File: config.mk
export PLATFORM = sky130hd
export DESIGN_NAME = fetch_predict
export DESIGN_NICKNAME = d
export VERILOG_FILES = /design/src/bp_pkg.sv /design/src/fetch_predict.sv
export SDC_FILE = /design/constraint.sdc
export NUM_CORES = 1
export LEC_CHECK = 0
export BUFFER_PORTS_ARGS = -buffer_cell sky130_fd_sc_hd__buf_2
export CAP_MARGIN = 10
export CORE_AREA = 4 4 205 207
export DETAILED_ROUTE_END_ITERATION = 10
export DIE_AREA = 0 0 209 211
export GPL_ROUTABILITY_DRIVEN = 0
export SLEW_MARGIN = 20
export SYNTH_ARGS = -nofsm -noshare
export SYNTH_HDL_FRONTEND = slang
export SYNTH_SLANG_ARGS = --single-unit
export TNS_END_PERCENT = 100
File: constraint.sdc
create_clock -name vclk -period 1.2
set_input_delay 0 -clock vclk [all_inputs]
set_output_delay 0 -clock vclk [all_outputs]
set_load 0.01 [all_outputs]
File: src/bp_pkg.sv
package bp_pkg;

  typedef logic [63:0] pc_t;
  typedef logic [31:0] inst_t;
  typedef logic [5:0]  opcode_t;

  // conditional branches, all in the 0x38..0x3f block
  localparam opcode_t blbc_op = 6'h38;
  localparam opcode_t beq_op  = 6'h39;
  localparam opcode_t blt_op  = 6'h3a;
  localparam opcode_t ble_op  = 6'h3b;
  localparam opcode_t blbs_op = 6'h3c;
  localparam opcode_t bne_op  = 6'h3d;
  localparam opcode_t bge_op  = 6'h3e;
  localparam opcode_t bgt_op  = 6'h3f;

  // always taken
  localparam opcode_t br_op      = 6'h30;
  localparam opcode_t bsr_op     = 6'h34;
  localparam opcode_t jsr_grp_op = 6'h1a; // jmp, jsr, ret, jsr_coroutine

  localparam logic [1:0] bht_reset_val = 2'b01; // weakly not taken
  localparam pc_t        btb_reset_val = '0;

  function automatic opcode_t opcode_of(inst_t inst);
    return inst[31:26];
  endfunction

  function automatic logic is_cond_branch(opcode_t op);
    case (op)
      blbc_op, beq_op, blt_op, ble_op,
      blbs_op, bne_op, bge_op, bgt_op: return 1'b1;
      default:                         return 1'b0;
    endcase
  endfunction

  function automatic logic is_uncond_branch(opcode_t op);
    case (op)
      br_op, bsr_op, jsr_grp_op: return 1'b1;
      default:                   return 1'b0;
    endcase
  endfunction

endpackage

File: src/fetch_predict.sv
`timescale 1ns/1ps

module fetch_predict #(
  parameter int bh_idx_bits = 5
) (
  input  bp_pkg::pc_t [1:0]           fetch_pc,
  input  bp_pkg::inst_t [1:0]         fetch_inst,
  input  logic [1:0]                  fetch_valid,
  input  bp_pkg::pc_t                 fetch_next_pc,
  input  logic [1:0]                  pred_taken,
  input  bp_pkg::pc_t [1:0]           rd_target,
  input  logic                        rollback_en,
  input  bp_pkg::pc_t                 rollback_pc,
  output logic [1:0][bh_idx_bits-1:0] rd_idx,
  output logic [1:0]                  take_branch,
  output bp_pkg::pc_t                 redirect_pc,
  output logic [1:0]                  slot_valid
);

  bp_pkg::opcode_t [1:0] opcode;
  logic [1:0]            is_cond;
  logic [1:0]            is_uncond;
  logic [1:0]            pred;

  always_comb begin
    for (int i = 0; i < 2; i++) begin
      opcode[i]    = bp_pkg::opcode_of(fetch_inst[i]);
      is_cond[i]   = fetch_valid[i] && bp_pkg::is_cond_branch(opcode[i]);
      is_uncond[i] = fetch_valid[i] && bp_pkg::is_uncond_branch(opcode[i]);
      rd_idx[i]    = fetch_pc[i][bh_idx_bits+1:2]; // word index
    end
  end

  // taken when unconditional, or counter high bit set
  assign pred[0] = is_uncond[0] || (is_cond[0] && pred_taken[0]);
  assign pred[1] = is_uncond[1] || (is_cond[1] && pred_taken[1]);

  assign take_branch[0] = rollback_en || pred[0];
  assign take_branch[1] = rollback_en || pred[1];

  // slot 1 is dropped behind a taken slot 0
  assign slot_valid[0] = !rollback_en && fetch_valid[0];
  assign slot_valid[1] = !rollback_en && fetch_valid[1] && !pred[0];

  always_comb begin
    if (rollback_en) begin
      redirect_pc = rollback_pc;
    end else if (pred[0]) begin
      redirect_pc = rd_target[0];
    end else if (pred[1]) begin
      redirect_pc = rd_target[1];
    end else begin
      redirect_pc = fetch_next_pc; // fall through
    end
  end

endmodule

==> flow_metrics.env, run 1 <==
export IMPL_crit_type="in -> out"
export IMPL_coreArea_sq_um=40400
export IMPL_synth_area_sq_um=2270
export IMPL_stdcell_count=1134
export IMPL_placed_area_sq_um=4830
export IMPL_drtIter0Drc=64
export IMPL_cp_cell_sequence="buf_6, or4b_4, a21oi_4, buf_6, buf_12, buf_12, buf_6, mux2i_1, mux2i_1, buf_2"
export IMPL_final_core_util_pct=12.8
export IMPL_grt_usage_pct=5.78
export IMPL_grt_overflow_total=0
export IMPL_cp_slowest_cell="or4b_4"
export IMPL_grt_pass1_vias=3453
export IMPL_dp_cells=1123
export IMPL_timing_critical_path_mode_cell="buf_6"
export IMPL_drive_gt1_share_pct=68.7
export IMPL_die_y_microns=211
export IMPL_timing_hold_ws_ns=0.0000153
export IMPL_synth_fp_nets=695
export IMPL_p_per_area_nw_per_um2=344
export IMPL_finalMaxSlewViolations=0
export IMPL_ys_types=20
export IMPL_fin_ws_ns=-0.533
export IMPL_ys_seq_area_share_pct=0
export IMPL_netlist_instances=242
export IMPL_end_kind="output port"
export IMPL_port_buffers=341
export IMPL_initial_core_util_pct=5.63
export IMPL_grt_pass1_wl_microns=19500
export IMPL_first_pass_iters=4
export IMPL_p_leak_nw=2.65
export IMPL_synth_top_area_share_pct=84.5
export IMPL_cpPeakStageDelay_ns=0.54
export IMPL_final_clkbuf_count=0
export IMPL_cpLargestDelayFamily="buffers and inverters"
export IMPL_via_count=3341
export IMPL_start_kind="input port"
export IMPL_post_dp_hpwl_microns=12700
export IMPL_design_area_sq_um=5150
export IMPL_irDropWorstVdd_mv=0.196
export IMPL_timing_fmax_mhz=577
export IMPL_fill_cells=4647
export IMPL_setup_viol=65
export IMPL_failed_checks="negative setup slack"
export IMPL_regArea_sq_um=0
export IMPL_antenna_found_initial=3
export IMPL_drt_drc_violations_left=0
export IMPL_seq_cells=0
export IMPL_min_period_ns=1.73
export IMPL_worst_slew_pin_slew_ns=0.279
export IMPL_finalCritPeriodShare_pct=144
export IMPL_rsz0062_at_grt="true"
export IMPL_dieWidth_microns=209
export IMPL_required_ns=1.20
export IMPL_worstPathMaxFanout=7
export IMPL_ant_nets=0
export IMPL_detail_route_wl_per_cell_microns=13.0
export IMPL_viasPerCell=2.95
export IMPL_area_delta_synth_final_pct=126
export IMPL_drt_total_wl_microns=14700
export IMPL_outcome="finished, violations left"
export IMPL_nNetsFinal=1056
export IMPL_yosys_warnings=0
export IMPL_drv_cap=0
export IMPL_worstPathArrival_ns=1.73
export IMPL_ios=531
export IMPL_hold_violations=0
export IMPL_synth_area_leaders="mux2i_1 84%, buf_4 3.6%, buf_12 3.5%, buf_2 1.8%, clkbuf_1 1.2%"
export IMPL_multi_input_area_sq_um=2170
export IMPL_tns_ns=-27.76
export IMPL_path_buf_inv=6
export IMPL_slew_headroom_pct=81.3
export IMPL_fp_row_count=74
export IMPL_grt_max_degree=21
export IMPL_worstHoldPathType="in -> out"
export IMPL_synth_avg_cell_area_sq_um=9.40
export IMPL_die_area_sq_um=44100
export IMPL_yosysTopAreaCell="mux2i_1"
==> final cells by class <==
type | instances | area share, %
diodes | 1 | 0.0486
inverters | 2 | 0.146
multi-input cells | 207 | 42.2
well taps | 532 | 12.9
repair buffers | 392 | 44.6
==> power breakdown <==
group	switching, W	internal (W)	total (W)
clock network	0	0.000000000112	0.000000000112
logic	0.000795	0.000977	0.00177
registers	0	0	0
total	0.000795	0.000977	0.00177
==> per-layer routing <==
layer | vias up | track usage, % | routed length, microns | share of wire (%)
met1 | 1438 | 5.90 | 5110 | 35
met5 | - | 0 | 20 | 0.14
met4 | 4 | 1.37 | 471 | 3.2
met2 | 258 | 11.7 | 7690 | 52
met3 | 22 | 1.40 | 1410 | 9.6
li1 | 1619 | - | - | -
==> path summary, 6_finish.rpt <==
kind,from,to,cells past startpoint
max,fetch_inst[60],redirect_pc[45],10
min,fetch_pc[5],rd_idx[3],0
==> Yosys cell counts <==
master,count
a21oi_1,1
a21oi_2,1
a31o_1,1
buf_1,1
buf_12,4
buf_2,8
buf_4,11
buf_6,1
buf_8,1
clkbuf_1,7
inv_1,2
mux2i_1,192
nand2_1,1
nor2_1,5
nor2b_1,1
o211ai_1,1
o21ai_1,1
o22ai_1,1
or2_1,1
or4b_1,1
==> cell usage in the layout (no fill, tap or decap) <==
| master | Yosys | routed |
|---|---|---|
| or2_1 | 1 | 1 |
| mux2i_4 | 0 | 9 |
| o22ai_1 | 1 | 1 |
| buf_6 | 1 | 9 |
| mux2i_2 | 0 | 9 |
| o211ai_1 | 1 | 1 |
| nor2_1 | 5 | 5 |
| nor2b_1 | 1 | 1 |
| or4b_4 | 0 | 1 |
| a21oi_4 | 0 | 1 |
| a31o_4 | 0 | 1 |
| nand2_1 | 1 | 1 |
| o21ai_1 | 1 | 1 |
| diode_2 | 0 | 1 |
| buf_4 | 11 | 34 |
| mux2i_1 | 192 | 174 |
| a21oi_1 | 1 | 1 |
| buf_12 | 4 | 13 |
| inv_1 | 2 | 2 |
| buf_2 | 8 | 336 |
==> cell families after synthesis <==
| kind of cell | share of synthesized area, % |
|---|---|
| AO/OA/AOI/OAI | 1.82 |
| buffers and inverters | 11.7 |
| multiplexers | 84.5 |
| AND/OR/NAND/NOR | 1.98 |
==> stage by stage <==
step | worst slack, ns | power [W]
3_5_place_dp | -0.809 | 0.00168
4_1_cts | -0.589 | 0.00179
6_report | -0.533 | 0.00177
5_1_grt | -0.609 | 0.00192
3_3_place_gp | -0.773 | 0.00166
2_1_floorplan | -0.137 | 0.000772
==> what timing repair did <==
item / in CTS / in global routing
endpoints found under the hold margin: 0 / 0
setup buffers: 13 / 2
gates cloned: 1 / 0
pin swaps: 2 / 2
hold buffers: 0 / 0
endpoints found under the setup margin: 65 / 65
gates resized for setup: 30 / 13
Power figures use the tool's default switching activity.
==> inputs of run 2 (changes only) <==
Settings changed: BUFFER_PORTS_ARGS -buffer_cell sky130_fd_sc_hd__buf_2 to unset, CORE_AREA 4 4 205 207 to 4 4 206 208, DIE_AREA 0 0 209 211 to 0 0 210 212, DONT_BUFFER_PORTS set to 1.
==> flow_metrics.env, run 2 (synthesized netlist as in run 1, its figures left out) <==
export IMPL_grt_usage_pct=5.01
export IMPL_drv_cap=0
export IMPL_regArea_sq_um=0
export IMPL_grt_pass1_vias=2518
export IMPL_tns_ns=-17.46
export IMPL_first_pass_iters=4
export IMPL_antenna_found_initial=6
export IMPL_min_period_ns=1.58
export IMPL_grt_overflow_total=0
export IMPL_worstPathArrival_ns=1.58
export IMPL_worst_slew_pin_slew_ns=0.438
export IMPL_end_kind="output port"
export IMPL_die_area_sq_um=44500
export IMPL_grt_max_degree=68
export IMPL_start_kind="input port"
export IMPL_outcome="finished, violations left"
export IMPL_layout_common_cells="168 x mux2i_1, 47 x buf_4, 15 x mux2i_2"
export IMPL_design_area_sq_um=3590
export IMPL_p_per_area_nw_per_um2=326
export IMPL_placed_area_sq_um=3120
export IMPL_irDropWorstVdd_mv=0.245
export IMPL_nNetsFinal=732
export IMPL_post_dp_hpwl_microns=11600
export IMPL_cp_cell_sequence="or4b_4, a21oi_4, buf_12, buf_16, mux2i_2, mux2i_1, buf_4"
export IMPL_area_delta_synth_final_pct=57.7
export IMPL_via_count=2256
export IMPL_rsz0062_at_grt="true"
export IMPL_fin_ws_ns=-0.377
export IMPL_finalMaxSlewViolations=0
export IMPL_crit_type="in -> out"
export IMPL_hold_violations=0
export IMPL_required_ns=1.20
export IMPL_worstPathMaxFanout=21
export IMPL_slew_headroom_pct=70.8
export IMPL_port_buffers=0
export IMPL_drtIter0Drc=48
export IMPL_viasPerCell=2.78
export IMPL_die_y_microns=212
export IMPL_detail_route_wl_per_cell_microns=16.3
export IMPL_seq_cells=0
export IMPL_worstHoldPathType="in -> out"
export IMPL_initial_core_util_pct=5.61
export IMPL_p_leak_nw=1.36
export IMPL_final_clkbuf_count=0
export IMPL_drt_total_wl_microns=13300
export IMPL_final_common_cell="mux2i_1"
export IMPL_failed_checks="negative setup slack"
export IMPL_cpPeakStageDelay_ns=0.53
export IMPL_ant_nets=0
export IMPL_fp_row_count=74
export IMPL_drive_gt1_share_pct=35.0
export IMPL_dp_slack_ns=-0.478
export IMPL_drt_drc_violations_left=0
export IMPL_finalCritPeriodShare_pct=131
export IMPL_coreArea_sq_um=40600
export IMPL_timing_hold_ws_ns=0.00000394
export IMPL_grt_pass1_wl_microns=16300
export IMPL_timing_fmax_mhz=634
export IMPL_setup_viol=65
export IMPL_cp_slowest_cell="or4b_4"
export IMPL_ios=531
export IMPL_dieWidth_microns=210
==> run 2: changes by cell type in the layout (fill, tap and decap cells not counted), moves of 2 or more <==
cell / previous run / this run
buf_2: 336 / 0
mux2i_1: 174 / 168
diode_2: 1 / 3
buf_4: 34 / 47
mux2i_2: 9 / 15
buf_16: 0 / 2
buf_12: 13 / 9
==> run 2: metrics by stage <==
step | power [W] | utilization (%) | std cells
after floorplan | 0.000772 | - | 242
after global placement | 0.000991 | 7.68 | 785
after detailed placement | 0.00101 | 7.68 | 785
after CTS | 0.00113 | 8.44 | 798
after global routing | 0.00126 | 8.85 | 812
final | 0.00117 | 8.85 | 812
==> run 2: repair_timing <==
item / CTS / global route
pin swaps: 0 / 3
endpoints found under the setup margin: 66 / 66
buffers inserted: 12 / 12
resized for setup: 29 / 24
cloned: 1 / 0
hold buffers: 0 / 0
==> run 2: layer usage <==
metal  GRT usage (%)  share of wire, %  vias to the layer above
li1                -                 -                      973
met1            4.13                29                      992
met2            10.8                56                      271
met3            1.80                13                       16
met4            1.42               2.3                        4
met5               0              0.20                        -
==> run 2: worst paths after layout <==
kind / slack, ns / end / cells past startpoint / from
hold / removal: 0.000004 / rd_idx[6] / 0 / fetch_pc[67]
setup / recovery: -0.38 / redirect_pc[10] / 7 / fetch_inst[60]
==> run 2: report_power, final <==
part | total, W | leakage [nW] | switching [W] | internal [W]
sequential | 0 | 0 | 0 | 0
clock | 0.000000000337 | 0.0000190 | 0 | 0.000000000337
combinational | 0.00117 | 1.36 | 0.000554 | 0.000615
total | 0.00117 | 1.36 | 0.000554 | 0.000615
==> run 2: cell type report <==
type,instances,area [sq um]
fillers,4708,37000
multi-input cells,207,2200
repair buffers,68,704
well taps,532,666
inverters,2,7.51
diodes,3,7.51
==> run 2: worst max-delay path: cells and delay by family <==
kind	cells	cell delay [ns]
AND/OR/NAND/NOR	1	0.53
buffers and inverters	3	0.51
AO/OA/AOI/OAI	1	0.16
multiplexers	2	0.34
